## src/rtl/decode_pkg.sv

```systemverilog
package decode_pkg;

	// datapath widths
	localparam int XLEN = 32;
	localparam int LG_PRF_ENTRIES = 6;
	localparam int LG_PHT_SZ = 8;

	// arch regs are 5 bits, padded up to the prf specifier width
	localparam int REG_PAD = LG_PRF_ENTRIES - 5;

	// rv32i major opcodes, insn[6:0]
	localparam logic [6:0] OPC_LOAD = 7'h03;
	localparam logic [6:0] OPC_MISC_MEM = 7'h0f;
	localparam logic [6:0] OPC_OP_IMM = 7'h13;
	localparam logic [6:0] OPC_AUIPC = 7'h17;
	localparam logic [6:0] OPC_STORE = 7'h23;
	localparam logic [6:0] OPC_OP = 7'h33;
	localparam logic [6:0] OPC_LUI = 7'h37;
	localparam logic [6:0] OPC_BRANCH = 7'h63;
	localparam logic [6:0] OPC_JALR = 7'h67;
	localparam logic [6:0] OPC_JAL = 7'h6f;
	localparam logic [6:0] OPC_SYSTEM = 7'h73;

	// funct7 values, base form and the sub / arithmetic shift form
	localparam logic [6:0] FUNCT7_BASE = 7'h00;
	localparam logic [6:0] FUNCT7_ALT = 7'h20;

	// micro-op codes
	// II must stay at zero, an all-zero uop reads as illegal
	typedef enum logic [5:0] {
		II,
		NOP,
		// loads
		LB, LH, LW, LBU, LHU,
		// stores
		SB, SH, SW,
		// reg-imm alu
		ADDI, SLLI, SLTI, XORI, SRLI, SRAI, ORI, ANDI,
		AUIPC,
		LUI,
		// reg-reg alu
		ADDU, SUBU, SLL, SLTU, XOR, OR, AND,
		// conditional branches
		BEQ, BNE, BLT, BGE, BLTU, BGEU,
		// unconditional jumps
		J, JAL, JR, JALR,
		BREAK
	} uop_op_t;

	// immediate layouts, FMT_NONE yields a zero immediate
	typedef enum logic [2:0] {
		FMT_NONE,
		FMT_I,
		FMT_S,
		FMT_B,
		FMT_U,
		FMT_J
	} imm_fmt_t;

	// register-register layout
	typedef struct packed {
		logic [6:0] funct7;
		logic [4:0] rs2;
		logic [4:0] rs1;
		logic [2:0] funct3;
		logic [4:0] rd;
		logic [6:0] opcode;
	} rv_r_t;

	// immediate, loads and jalr
	typedef struct packed {
		logic [11:0] imm12;
		logic [4:0] rs1;
		logic [2:0] funct3;
		logic [4:0] rd;
		logic [6:0] opcode;
	} rv_i_t;

	// stores, branches reuse the same split
	typedef struct packed {
		logic [6:0] imm_hi;
		logic [4:0] rs2;
		logic [4:0] rs1;
		logic [2:0] funct3;
		logic [4:0] imm_lo;
		logic [6:0] opcode;
	} rv_s_t;

	// lui / auipc, jal scrambles the same 20 bits
	typedef struct packed {
		logic [19:0] imm20;
		logic [4:0] rd;
		logic [6:0] opcode;
	} rv_u_t;

	// one fetched word, seen through each format
	typedef union packed {
		rv_r_t r;
		rv_i_t i;
		rv_s_t s;
		rv_u_t u;
	} rv_insn_t;

	// prediction state that rides along with the word from fetch
	typedef struct packed {
		logic [XLEN-1:0] pc;
		logic pred;
		logic [LG_PHT_SZ-1:0] pht_idx;
		logic [XLEN-1:0] pred_target;
	} fetch_info_t;

	// decoded micro-op handed to rename
	typedef struct packed {
		uop_op_t op;
		logic [LG_PRF_ENTRIES-1:0] srcA;
		logic srcA_valid;
		logic [LG_PRF_ENTRIES-1:0] srcB;
		logic srcB_valid;
		logic [LG_PRF_ENTRIES-1:0] dst;
		logic dst_valid;
		logic [XLEN-1:0] rvimm;
		logic is_mem;
		logic is_int;
		logic is_store;
		logic is_br;
		logic br_pred;
		logic serializing_op;
		logic [XLEN-1:0] pc;
		logic [LG_PHT_SZ-1:0] pht_idx;
		logic [XLEN-1:0] pred_target;
	} uop_t;

endpackage

```

## src/rtl/rv_decode_stage.sv

```systemverilog
`timescale 1ns/1ps

module rv_decode_stage
(
	input logic clk,
	input logic rst_n,
	input logic insn_valid,
	input decode_pkg::rv_insn_t insn,
	input decode_pkg::fetch_info_t fetch,
	output logic uop_valid,
	output decode_pkg::uop_t uop
);

	decode_pkg::uop_op_t op;
	decode_pkg::imm_fmt_t imm_fmt;
	logic [decode_pkg::LG_PRF_ENTRIES-1:0] srcA;
	logic [decode_pkg::LG_PRF_ENTRIES-1:0] srcB;
	logic [decode_pkg::LG_PRF_ENTRIES-1:0] dst;
	logic srcA_valid;
	logic srcB_valid;
	logic dst_valid;
	logic is_mem;
	logic is_int;
	logic is_store;
	logic is_br;
	logic is_br_cond;
	logic serializing_op;
	logic [decode_pkg::XLEN-1:0] rvimm;
	decode_pkg::uop_t uop_nxt;

	// opcode / funct decode
	rv_op_decode u_op_decode
	(
		.insn(insn),
		.op(op),
		.srcA(srcA),
		.srcB(srcB),
		.dst(dst),
		.srcA_valid(srcA_valid),
		.srcB_valid(srcB_valid),
		.dst_valid(dst_valid),
		.is_mem(is_mem),
		.is_int(is_int),
		.is_store(is_store),
		.is_br(is_br),
		.is_br_cond(is_br_cond),
		.serializing_op(serializing_op),
		.imm_fmt(imm_fmt)
	);

	// immediate for whatever format the decoder picked
	rv_imm_gen u_imm_gen
	(
		.insn(insn),
		.fmt(imm_fmt),
		.rvimm(rvimm)
	);

	always_comb
	begin
		uop_nxt.op = op;
		uop_nxt.srcA = srcA;
		uop_nxt.srcA_valid = srcA_valid;
		uop_nxt.srcB = srcB;
		uop_nxt.srcB_valid = srcB_valid;
		uop_nxt.dst = dst;
		uop_nxt.dst_valid = dst_valid;
		uop_nxt.rvimm = rvimm;
		uop_nxt.is_mem = is_mem;
		uop_nxt.is_int = is_int;
		uop_nxt.is_store = is_store;
		uop_nxt.is_br = is_br;
		// jumps always taken, cond branches keep the fetch guess
		uop_nxt.br_pred = is_br | (is_br_cond & fetch.pred);
		uop_nxt.serializing_op = serializing_op;
		// prediction bookkeeping goes through untouched
		uop_nxt.pc = fetch.pc;
		uop_nxt.pht_idx = fetch.pht_idx;
		uop_nxt.pred_target = fetch.pred_target;
	end

	// decode/rename boundary, uop held while no new word arrives
	always_ff @(posedge clk or negedge rst_n)
	begin
		if (!rst_n)
		begin
			uop_valid <= 1'b0;
			uop <= '0;
		end
		else
		begin
			uop_valid <= insn_valid;
			if (insn_valid)
				uop <= uop_nxt;
		end
	end

endmodule

```

## src/rtl/rv_imm_gen.sv

```systemverilog
`timescale 1ns/1ps

module rv_imm_gen
(
	input decode_pkg::rv_insn_t insn,
	input decode_pkg::imm_fmt_t fmt,
	output logic [decode_pkg::XLEN-1:0] rvimm
);

	logic [decode_pkg::XLEN-1:0] imm_i;
	logic [decode_pkg::XLEN-1:0] imm_s;
	logic [decode_pkg::XLEN-1:0] imm_b;
	logic [decode_pkg::XLEN-1:0] imm_u;
	logic [decode_pkg::XLEN-1:0] imm_j;
	logic sign;

	// sign bit is insn[31] in every format
	assign sign = insn.i.imm12[11];

	// loads, op-imm, jalr
	assign imm_i = {{(decode_pkg::XLEN-12){sign}}, insn.i.imm12};

	// stores, imm split around rs1/rs2
	assign imm_s = {{(decode_pkg::XLEN-12){sign}}, insn.s.imm_hi, insn.s.imm_lo};

	// branches, same split as stores but bit 11 moved down to insn[7]
	// offset is in halfwords so bit 0 stays clear
	assign imm_b = {{(decode_pkg::XLEN-12){sign}},
		insn.s.imm_lo[0],
		insn.s.imm_hi[5:0],
		insn.s.imm_lo[4:1],
		1'b0};

	// upper 20 bits, low 12 zero
	assign imm_u = {insn.u.imm20, 12'd0};

	// jal, imm20 holds {20, 10:1, 11, 19:12}
	assign imm_j = {{(decode_pkg::XLEN-20){sign}},
		insn.u.imm20[7:0],
		insn.u.imm20[8],
		insn.u.imm20[18:9],
		1'b0};

	always_comb
	begin
		case (fmt)
			decode_pkg::FMT_I: rvimm = imm_i;
			decode_pkg::FMT_S: rvimm = imm_s;
			decode_pkg::FMT_B: rvimm = imm_b;
			decode_pkg::FMT_U: rvimm = imm_u;
			decode_pkg::FMT_J: rvimm = imm_j;
			// register ops, fence, system
			default: rvimm = '0;
		endcase
	end

endmodule

```

## src/rtl/rv_op_decode.sv

```systemverilog
`timescale 1ns/1ps

module rv_op_decode
(
	input decode_pkg::rv_insn_t insn,
	output decode_pkg::uop_op_t op,
	output logic [decode_pkg::LG_PRF_ENTRIES-1:0] srcA,
	output logic [decode_pkg::LG_PRF_ENTRIES-1:0] srcB,
	output logic [decode_pkg::LG_PRF_ENTRIES-1:0] dst,
	output logic srcA_valid,
	output logic srcB_valid,
	output logic dst_valid,
	output logic is_mem,
	output logic is_int,
	output logic is_store,
	output logic is_br,
	output logic is_br_cond,
	output logic serializing_op,
	output decode_pkg::imm_fmt_t imm_fmt
);

	// everything the decoder produces, cleared as one word
	typedef struct packed {
		decode_pkg::uop_op_t op;
		logic [decode_pkg::LG_PRF_ENTRIES-1:0] srcA;
		logic [decode_pkg::LG_PRF_ENTRIES-1:0] srcB;
		logic [decode_pkg::LG_PRF_ENTRIES-1:0] dst;
		logic srcA_valid;
		logic srcB_valid;
		logic dst_valid;
		logic is_mem;
		logic is_int;
		logic is_store;
		logic is_br;
		logic is_br_cond;
		logic serializing_op;
		decode_pkg::imm_fmt_t imm_fmt;
	} dec_t;

	dec_t d;

	logic [6:0] opcode;
	logic [2:0] funct3;
	logic [6:0] funct7;
	logic [decode_pkg::LG_PRF_ENTRIES-1:0] rd;
	logic [decode_pkg::LG_PRF_ENTRIES-1:0] rs1;
	logic [decode_pkg::LG_PRF_ENTRIES-1:0] rs2;
	logic rd_nz;
	logic sys_upper_zero;

	// field pickoff, r view covers opcode/funct/regs
	assign opcode = insn.r.opcode;
	assign funct3 = insn.r.funct3;
	assign funct7 = insn.r.funct7;
	assign rd = {{decode_pkg::REG_PAD{1'b0}}, insn.r.rd};
	assign rs1 = {{decode_pkg::REG_PAD{1'b0}}, insn.r.rs1};
	assign rs2 = {{decode_pkg::REG_PAD{1'b0}}, insn.r.rs2};
	assign rd_nz = (insn.r.rd != 5'd0);

	// ebreak/ecall style word with nothing above the opcode
	assign sys_upper_zero = ({insn.u.imm20, insn.u.rd} == 25'd0);

	// writes to x0 have no effect, fold to nop
	function automatic decode_pkg::uop_op_t wr_op(input decode_pkg::uop_op_t o, input logic nz);
		wr_op = nz ? o : decode_pkg::NOP;
	endfunction

	always_comb
	begin
		d = '0;
		case (opcode)
			decode_pkg::OPC_LOAD:
			begin
				d.dst = rd;
				d.srcA = rs1;
				d.dst_valid = rd_nz;
				// base reg only read if the load survives folding
				d.srcA_valid = rd_nz;
				d.is_mem = 1'b1;
				d.imm_fmt = decode_pkg::FMT_I;
				case (funct3)
					3'd0: d.op = wr_op(decode_pkg::LB, rd_nz);
					3'd1: d.op = wr_op(decode_pkg::LH, rd_nz);
					3'd2: d.op = wr_op(decode_pkg::LW, rd_nz);
					3'd4: d.op = wr_op(decode_pkg::LBU, rd_nz);
					3'd5: d.op = wr_op(decode_pkg::LHU, rd_nz);
					default: d.op = decode_pkg::II;
				endcase
			end
			// fence, nothing to order in this core
			decode_pkg::OPC_MISC_MEM:
			begin
				d.op = decode_pkg::NOP;
			end
			decode_pkg::OPC_OP_IMM:
			begin
				d.dst = rd;
				d.srcA = rs1;
				d.dst_valid = rd_nz;
				d.srcA_valid = rd_nz;
				d.is_int = 1'b1;
				d.imm_fmt = decode_pkg::FMT_I;
				case (funct3)
					3'd0: d.op = wr_op(decode_pkg::ADDI, rd_nz);
					3'd1: d.op = wr_op(decode_pkg::SLLI, rd_nz);
					3'd2: d.op = wr_op(decode_pkg::SLTI, rd_nz);
					3'd4: d.op = wr_op(decode_pkg::XORI, rd_nz);
					3'd5:
					begin
						// shift type lives in the top imm bits
						if (funct7 == decode_pkg::FUNCT7_BASE)
							d.op = wr_op(decode_pkg::SRLI, rd_nz);
						else if (funct7 == decode_pkg::FUNCT7_ALT)
							d.op = wr_op(decode_pkg::SRAI, rd_nz);
					end
					3'd6: d.op = wr_op(decode_pkg::ORI, rd_nz);
					3'd7: d.op = wr_op(decode_pkg::ANDI, rd_nz);
					// sltiu not supported
					default: d.op = decode_pkg::II;
				endcase
			end
			decode_pkg::OPC_AUIPC:
			begin
				d.op = wr_op(decode_pkg::AUIPC, rd_nz);
				d.dst = rd;
				d.dst_valid = rd_nz;
				d.is_int = 1'b1;
				d.imm_fmt = decode_pkg::FMT_U;
			end
			decode_pkg::OPC_STORE:
			begin
				d.srcA = rs1;
				d.srcB = rs2;
				d.srcA_valid = 1'b1;
				d.srcB_valid = 1'b1;
				d.is_mem = 1'b1;
				d.is_store = 1'b1;
				d.imm_fmt = decode_pkg::FMT_S;
				case (funct3)
					3'd0: d.op = decode_pkg::SB;
					3'd1: d.op = decode_pkg::SH;
					3'd2: d.op = decode_pkg::SW;
					default: d.op = decode_pkg::II;
				endcase
			end
			decode_pkg::OPC_OP:
			begin
				d.dst = rd;
				d.dst_valid = rd_nz;
				d.srcA = rs1;
				d.srcB = rs2;
				d.srcA_valid = 1'b1;
				d.srcB_valid = 1'b1;
				d.is_int = 1'b1;
				// only funct7 zero accepted, except sub
				if (funct7 == decode_pkg::FUNCT7_BASE)
				begin
					case (funct3)
						3'd0: d.op = wr_op(decode_pkg::ADDU, rd_nz);
						3'd1: d.op = wr_op(decode_pkg::SLL, rd_nz);
						3'd3: d.op = wr_op(decode_pkg::SLTU, rd_nz);
						3'd4: d.op = wr_op(decode_pkg::XOR, rd_nz);
						3'd6: d.op = wr_op(decode_pkg::OR, rd_nz);
						3'd7: d.op = wr_op(decode_pkg::AND, rd_nz);
						// slt, srl still missing
						default: d.op = decode_pkg::II;
					endcase
				end
				else if ((funct7 == decode_pkg::FUNCT7_ALT) && (funct3 == 3'd0))
					d.op = wr_op(decode_pkg::SUBU, rd_nz);
			end
			decode_pkg::OPC_LUI:
			begin
				d.op = wr_op(decode_pkg::LUI, rd_nz);
				d.dst = rd;
				d.dst_valid = rd_nz;
				d.is_int = 1'b1;
				d.imm_fmt = decode_pkg::FMT_U;
			end
			decode_pkg::OPC_BRANCH:
			begin
				d.srcA = rs1;
				d.srcB = rs2;
				d.srcA_valid = 1'b1;
				d.srcB_valid = 1'b1;
				d.is_int = 1'b1;
				d.is_br_cond = 1'b1;
				d.imm_fmt = decode_pkg::FMT_B;
				case (funct3)
					3'd0: d.op = decode_pkg::BEQ;
					3'd1: d.op = decode_pkg::BNE;
					3'd4: d.op = decode_pkg::BLT;
					3'd5: d.op = decode_pkg::BGE;
					3'd6: d.op = decode_pkg::BLTU;
					3'd7: d.op = decode_pkg::BGEU;
					default: d.op = decode_pkg::II;
				endcase
			end
			// jalr, rd = x0 is a plain indirect jump
			decode_pkg::OPC_JALR:
			begin
				d.srcA = rs1;
				d.srcA_valid = 1'b1;
				d.is_int = 1'b1;
				d.is_br = 1'b1;
				d.imm_fmt = decode_pkg::FMT_I;
				d.op = rd_nz ? decode_pkg::JALR : decode_pkg::JR;
				d.dst = rd;
				d.dst_valid = rd_nz;
			end
			decode_pkg::OPC_JAL:
			begin
				d.is_int = 1'b1;
				d.is_br = 1'b1;
				d.imm_fmt = decode_pkg::FMT_J;
				d.op = rd_nz ? decode_pkg::JAL : decode_pkg::J;
				d.dst = rd;
				d.dst_valid = rd_nz;
			end
			// system space, only the all-zero word matters here
			decode_pkg::OPC_SYSTEM:
			begin
				d.is_int = 1'b1;
				if (sys_upper_zero)
				begin
					d.op = decode_pkg::BREAK;
					d.serializing_op = 1'b1;
				end
				else
					d.op = decode_pkg::NOP;
			end
			default: d.op = decode_pkg::II;
		endcase

		// illegal words carry no operands and no class
		if (d.op == decode_pkg::II)
			d = '0;
	end

	assign op = d.op;
	assign srcA = d.srcA;
	assign srcB = d.srcB;
	assign dst = d.dst;
	assign srcA_valid = d.srcA_valid;
	assign srcB_valid = d.srcB_valid;
	assign dst_valid = d.dst_valid;
	assign is_mem = d.is_mem;
	assign is_int = d.is_int;
	assign is_store = d.is_store;
	assign is_br = d.is_br;
	assign is_br_cond = d.is_br_cond;
	assign serializing_op = d.serializing_op;
	assign imm_fmt = d.imm_fmt;

endmodule

```

## config.mk

```make
export PLATFORM = sky130hd
export DESIGN_NAME = rv_decode_stage
export DESIGN_NICKNAME = d
export VERILOG_FILES = /design/src/rtl/decode_pkg.sv /design/src/rtl/rv_decode_stage.sv /design/src/rtl/rv_imm_gen.sv /design/src/rtl/rv_op_decode.sv
export SDC_FILE = /design/constraint.sdc
export NUM_CORES = 1
export LEC_CHECK = 0
export BUFFER_PORTS_ARGS = -buffer_cell sky130_fd_sc_hd__buf_2
export CORE_MARGIN = 1.5
export CORE_UTILIZATION = 30
export DETAILED_ROUTE_END_ITERATION = 7
export PLACE_DENSITY = 0.66
export RECOVER_POWER = 50
export SLEW_MARGIN = 20
export SYNTH_ARGS = -nofsm -noshare
export SYNTH_HDL_FRONTEND = slang
export SYNTH_SLANG_ARGS = --single-unit
```

## constraint.sdc

```tcl
create_clock -name clk -period 1.1 [get_ports clk]
set_clock_uncertainty 0.1 [all_clocks]
set_input_delay 0.055 -clock clk [delete_from_list [all_inputs] [get_ports clk]]
set_output_delay 0.055 -clock clk [all_outputs]
set_load 0.005 [all_outputs]
```

==> results of run 1 <==
==> state kept, by name, summed over array words and instances, names as in the netlist <==
signal / cells
uop_valid: 1
uop: 134
==> cells in the final DEF, fill, tap and decap left out, types with 3 or more instances in the layout <==
master,instances
o2bb2ai_2,6
nand2b_1,3
o311ai_0,5
buf_12,10
nor2_2,5
dfrtp_1,134
o31ai_4,3
buf_8,3
nand2_1,18
nand4_1,9
o32ai_2,10
conb_1,3
nor2_1,34
a21oi_2,16
buf_2,218
inv_6,5
nor2b_1,5
o21ai_0,17
clkbuf_16,17
buf_4,154
a21oi_1,37
clkbuf_2,4
o211ai_1,3
or4_4,3
nand3_1,11
mux2_2,73
buf_6,38
nor3_2,6
clkbuf_1,3
inv_1,33
nor3_1,3
nor4_4,3
o2bb2ai_1,15
dlygate4sd3_1,94
clkinvlp_4,3
==> routing by layer <==
layer  wire length (µm)  up-vias  track usage, %
li1                   -     3076               -
met1              10400     3311            28.4
met2              12200      261            35.6
met3               1480       41            5.41
met4                639        0            7.72
met5                  0        -               0
==> Yosys cell counts (4+ instances only) <==
| cell type | count |
|---|---|
| o21ai_0 | 19 |
| o311ai_0 | 5 |
| nand3_1 | 12 |
| a211oi_1 | 4 |
| o2bb2ai_1 | 21 |
| mux2_2 | 74 |
| nor2b_1 | 8 |
| nand4_1 | 9 |
| buf_2 | 6 |
| nor3_1 | 8 |
| nor2_1 | 40 |
| dfrtp_1 | 135 |
| clkbuf_1 | 31 |
| inv_1 | 33 |
| nand2_1 | 19 |
| o32ai_2 | 9 |
| a21oi_1 | 53 |
==> power groups by stage <==
stage	Clock, mW	Combinational (mW)	Sequential, mW
finish	5.80	2.56	5.48
global route	6.15	2.75	5.51
CTS	5.95	2.47	5.46
global placement	0	1.96	5.54
detailed placement	0	1.99	5.55
floorplan	0	0.774	5.58
==> cell type report <==
class | count | area (µm²)
fill | 1839 | 9520
timing repair buffer | 526 | 3910
sequential | 135 | 3380
multi-input combinational | 360 | 3090
clock buffer | 18 | 429
tap | 275 | 344
clock inverter | 14 | 163
inverter | 33 | 124
==> kinds of logic after synthesis <==
family                    count (synthesis)  synth area share, %
DFF                                     135                 53.0
other                                     1               0.0588
xor gates and xnor gates                  2                0.275
muxes                                    74                 13.1
AOI/OAI and AO/OA                       147                 17.0
and+or+nand+nor                         133                 11.8
buffers and inverters                    75                 4.83
==> critical path, delay by kind of cell <==
kind	cells	cell delay [ps]
compound gates	2	330
buf+inv	2	270
simple gates	5	1710
==> how the worst max path moves through the flow <==
stage               slack (ps)      from  depth (start not counted)              endpoint
finish                   -1060  insn[10]                          9   uop[89]$_DFFE_PN0P_
CTS                      -1000  insn[10]                          9  uop[118]$_DFFE_PN0P_
floorplan                -1170   insn[8]                          7  uop[118]$_DFFE_PN0P_
detailed placement       -1950   insn[8]                          8   uop[83]$_DFFE_PN0P_
global route             -1110  insn[10]                          9   uop[89]$_DFFE_PN0P_
global placement         -1910   insn[8]                          8   uop[84]$_DFFE_PN0P_
==> timing repair <==
item / in CTS / in global routing
resized for setup: 86 / 29
hold buffers: 95 / 0
endpoints found under the setup margin: 126 / 231
gates cloned: 1 / 0
buffers inserted: 37 / 26
endpoints found under the hold margin: 241 / 0
pin swaps: 35 / 22
==> results.txt, run 1 <==
----------------------------------------------------
[Status]
  Run status ... finished with violations
  Violated checks ... negative setup slack

[Synthesis]
  Async set-or-reset flop fraction in the synthesized netlist ... 100%
  Count of flip-flops with a built-in enable after synthesis ... 0
  Largest area contributor in the synthesized netlist ... dfrtp_1
  Unique masters post-synth ... 67
  Most used flip-flop cell after synthesis ... dfrtp_1
  Synthesis warning total ... 0
  Number of register bits inferred by synthesis ... 135
  Seq/Total Area, Yosys ... 53.0%
  Cells after synthesis ... 567
  Top area cells in the synthesized netlist ... dfrtp_1 53%, mux2_2 13%, a21oi_1 4.2%, o2bb2ai_1 2.9%, nor2_1 2.4%
  Post-synthesis area per instance ... 11.2 µm²
  Area fraction of the dominant cell type after synthesis ... 53.0%
  Post-synthesis instance area ... 6370 µm²

[Die]
  Area of the core ... 21000 µm²
  Overall die height ... 149 µm
  Row cnt ... 53
  Starting utilization of the core area ... 30.4%
  Number of placed I/O pins ... 246
  Die area ... 22100 µm²
  Die extent in x ... 149 µm

[Pwr]
  Maximum resistive drop on vdd ... 1010 µV
  Sequential fraction of design power ... 39.6%
  Fraction of power spent switching nets ... 27.0%
  Clock share of power ... 41.9%
  PwrDens ... 1210 nW/µm²
  Switching power of the nets ... 3.73 mW
  Power Internal ... 10.1 mW
  Total Power ... 13.8 mW
  Static Leakage ... 5.45 nW
  Share of power burned in combinational logic ... 18.5%

[Timing]
  Max Clk Rate ... 464 MHz
  Period minus WS final ... 2160 ps
  Final worst-path cycle share ... 196%
  Headroom to the max-slew limit ... 63.3%
  Tightest Pin Transition ... 546 ps
  Worst hold slack after final layout ... 13.3 ps
  Final number of setup-violating endpoints ... 82
  Final number of hold-violating endpoints ... 0
  Setup_tns ... -55790 ps
  Unrepaired setup endpoints after global routing ... yes
  Max Slew Vio Count ... 0
  Setup slack after layout ... -1060 ps

[Place]
  Weighted congestion reported at the end of routability-driven placement ... 0.933
  Count of buffers inserted at the top-level ports ... 242
  Post-placement setup slack ... -1950 ps
  Estimated wirelength of the detail-placed design ... 16500 µm
  Total placed cells including tap cells ... 1175
  Cell area after placement ... 8950 µm²

[Clocking]
  CTS clk-pin slew, worst paths ... 60 ps
  Worst-skew pair later-pin latency ... 410 ps
  Clock root buffer ... clkbuf_16
  Max H-tree Level ... 4
  Buffer levels on the longest clock path ... 2
  CTS Sinks ... 135
  Clock tree from TritonCTS ... yes
  Number of buffers inserted during clock tree synthesis ... 17

[Job]
  Count of maximum capacitance violations ... 0

[Detailed routing]
  Routed Antenna Nets ... 0
  DR DRC count ... 0
  Average wire length per cell after detail routing ... 18.2 µm
  Detailed-route via count ... 6689
  Detailed router's first-iteration violation count ... 498
  Total wire length after detailed routing ... 24700 µm
  Via/cell ratio ... 4.91
  Drt first pass iters ... 5

[Critical path]
  End of the worst register-to-register path ... uop[56]$_DFFE_PN0P_
  Peak per-stage delay on the critical path ... 560 ps
  Cells on worst reg2reg path ... 2
  Slowest stage cell, crit path ... or4_4
  Worst reg2reg setup slack ... 100 ps
  Required time of the critical path ... 1300 ps
  Largest fanout on the critical path ... 5
  Type of the setup path with the least slack ... input port to flop
  Critical path, cell by cell ... buf_8 -> or3_4 -> nor2_4 -> a2111oi_0 -> or4_4 -> nand4bb_4 -> buf_8 -> or3_4 -> a32o_1
  Crit path arrival time ... 2360 ps
  Worst flop-to-flop path startpoint ... uop[56]$_DFFE_PN0P_
  Kind of end point of the critical path ... flop
  Startpoint Class ... input port

[Worst hold path]
  Hold Path Sink ... uop[90]$_DFFE_PN0P_
  Hold Startpoint ... insn[12]
  Count of cells along the worst hold path ... 4
  Hold Path Class ... input port to flop

[Layout]
  Share of cells above drive strength 1 ... 56.7%
  Final nets ... 1181
  Syn-to-layout area delta ... 79.5%
  Antenna cells ... 0
  Post-Route Utilization ... 54.6%
  Summed area of non-filler cells in the final layout ... 11400 µm²
  Final non-filler cell total ... 1361

[GRT]
  Global route total overflow ... 0
  Maximum number of pins on one net before global-route repair ... 37
  Antenna violations before repair ... 0
  Global-route wire length before repair ... 36900 µm
  Overall Global Routing Usage ... 21.9%
  Number of global-route vias before repair ... 6639

----------------------------------------------------
(Power assumes the default switching activity.)
==> inputs of run 2 (changes only) <==
Settings changed: CORE_ASPECT_RATIO set to 0.6.
==> run 2 against run 1 <==
Effect of this change:
- die area grew 0.13%
- global-route usage shrank 0.069 points
- clock-buffer cell count grew 1
- critical endpoint is now uop[95]$_DFFE_PN0P_
- register-to-register slack is essentially flat
- power shrank 0.66%
- fmax grew 5.9%
- largest power group unchanged
- non-clock buffer count grew 19
- largest cell class unchanged
- core utilization grew 0.59 points
- sequential power is essentially flat
- the run still ends with negative setup slack left
- critical path type unchanged
- combinational power is essentially flat
- final cell count grew 1.7%
==> results.txt, run 2 (same netlist as run 1, synthesis figures left out) <==
----------------------------------------------------
[Status]
  Run status ... finished with violations
  Violated checks ... negative setup slack

[Pwr]
  PwrDens ... 1190 nW/µm²
  Maximum resistive drop on vdd ... 1340 µV
  Total Power ... 13.7 mW
  Static Leakage ... 5.55 nW

[Clocking]
  CTS clk-pin slew, worst paths ... 60 ps
  Buffer levels on the longest clock path ... 2
  Clock tree from TritonCTS ... yes
  Number of buffers inserted during clock tree synthesis ... 17
  CTS Sinks ... 135
  Clock root buffer ... clkbuf_16
  Max H-tree Level ... 4
  Worst-skew pair later-pin latency ... 410 ps

[Timing]
  Tightest Pin Transition ... 828 ps
  Final worst-path cycle share ... 185%
  Max Clk Rate ... 491 MHz
  Setup slack after layout ... -936 ps
  Period minus WS final ... 2040 ps
  Final number of hold-violating endpoints ... 0
  Max Slew Vio Count ... 0
  Final number of setup-violating endpoints ... 94
  Unrepaired setup endpoints after global routing ... yes
  Headroom to the max-slew limit ... 44.8%
  Setup_tns ... -52370 ps

[Critical path]
  Required time of the critical path ... 1300 ps
  Type of the setup path with the least slack ... input port to flop
  Crit path arrival time ... 2230 ps
  Largest fanout on the critical path ... 8
  Startpoint Class ... input port
  Kind of end point of the critical path ... flop

[Layout]
  Register containing the most flip-flops in the final layout ... uop
  Highest-count cells in the layout ignoring fill and taps ... 221 x buf_2, 178 x buf_4, 135 x dfrtp_1
  Final nets ... 1199
  Largest registers in the final layout ... uop: 134 flops, uop_valid: 1 flops
  Syn-to-layout area delta ... 81.2%
  Post-Route Utilization ... 55.2%
  Final-layout fill cell count ... 1799
  Largest register FFs ... 134
  Most common cell after layout, fill and taps aside ... buf_2
  Share of cells above drive strength 1 ... 57.0%

[Die]
  Number of placed I/O pins ... 246
  Overall die height ... 116 µm
  Starting utilization of the core area ... 30.5%
  Area of the core ... 20900 µm²
  Die extent in x ... 191 µm
  Die area ... 22200 µm²
  Row cnt ... 41

[GRT]
  Global-route wire length before repair ... 36200 µm
  Global route total overflow ... 0
  Antenna violations before repair ... 1
  Maximum number of pins on one net before global-route repair ... 40
  Overall Global Routing Usage ... 21.8%
  Number of global-route vias before repair ... 6509

[Worst hold path]
  Hold Path Class ... input port to flop

[Detailed routing]
  DR DRC count ... 0
  Detailed-route via count ... 6749
  Via/cell ratio ... 4.88
  Detailed router's first-iteration violation count ... 357
  Routed Antenna Nets ... 0
  Average wire length per cell after detail routing ... 18.1 µm
  Total wire length after detailed routing ... 25100 µm
  Drt first pass iters ... 5

[Place]
  Estimated wirelength of the detail-placed design ... 17600 µm
  Post-placement setup slack ... -1490 ps
  Weighted congestion reported at the end of routability-driven placement ... 0.949
  Count of buffers inserted at the top-level ports ... 242

[Job]
  Count of maximum capacitance violations ... 0

----------------------------------------------------
==> run 2: changes by cell type in the layout (fill, tap and decap cells not counted), moves of 3 or more <==
cell       previous run  this run
buf_6                38        30
buf_4               154       178
buf_2               218       221
o2bb2ai_1            15        12
o2bb2ai_2             6         9
clkbuf_2              4         1
==> run 2: layer usage <==
layer | part of all wire (%) | global-route usage (%) | vias up
met5 | 0 | 0 | -
met4 | 0.75 | 4.84 | 0
met3 | 10 | 8.21 | 18
met2 | 44 | 33.3 | 303
met1 | 45 | 29.5 | 3305
li1 | - | - | 3123
==> run 2: path summary, 6_finish.rpt <==
check                                           from                    to  slack, ps  depth (start not counted)
worst max-delay path                         insn[8]   uop[95]$_DFFE_PN0P_       -940                         10
worst min-delay path                        insn[31]  uop[109]$_DFFE_PN0P_         40                          5
worst max register to register  uop[117]$_DFFE_PN0P_  uop[117]$_DFFE_PN0P_         90                          4
worst min register to register  uop[106]$_DFFE_PN0P_  uop[106]$_DFFE_PN0P_        390                          1
max in group asynchronous                      rst_n   uop[89]$_DFFE_PN0P_       -340                          3
min in group asynchronous                      rst_n  uop[109]$_DFFE_PN0P_        180                          2
==> run 2: where the power goes <==
part / internal, mW / switching [mW] / leakage (nW)
Sequential: 5.30 / 0.181 / 1.69
Combinational: 1.43 / 1.14 / 3.58
Clock: 3.42 / 2.27 / 0.281
==> run 2: critical path: stages <==
cell and delay [ps]:
buf_8 100, or3_4 420, o211ai_1 220, o21ai_1 100, or4_4 420, nand4bb_4 290
buf_4 200, o31ai_4 200, buf_12 170, a21oi_2 50
==> run 2: through the flow <==
step,instance area [µm²],cells,hold WS [ps]
after floorplan,6550,569,-341
after global placement,9040,1187,-146
after detailed placement,9040,1187,-145
after CTS,11200,1352,-27.0
after global routing,11500,1383,15.7
final,11500,1384,39.9
==> run 2: what timing repair did <==
action / in CTS / in global routing
hold buffers: 93 / 3
pin swaps: 33 / 11
setup endpoints to repair: 143 / 194
buffers inserted: 40 / 30
gates resized for setup: 75 / 27
endpoints found under the hold margin: 236 / 1
==> run 2: cell type report <==
class / count / area [µm²] / area share [%]
tap: 279 / 349 / 3.02
multi-input combinational: 359 / 3050 / 26.4
antenna: 1 / 2.50 / 0.0217
clock buffer: 19 / 443 / 3.83
sequential: 135 / 3380 / 29.2
clock inverter: 13 / 145 / 1.26
timing repair buffer: 545 / 4060 / 35.2
inverter: 33 / 124 / 1.07
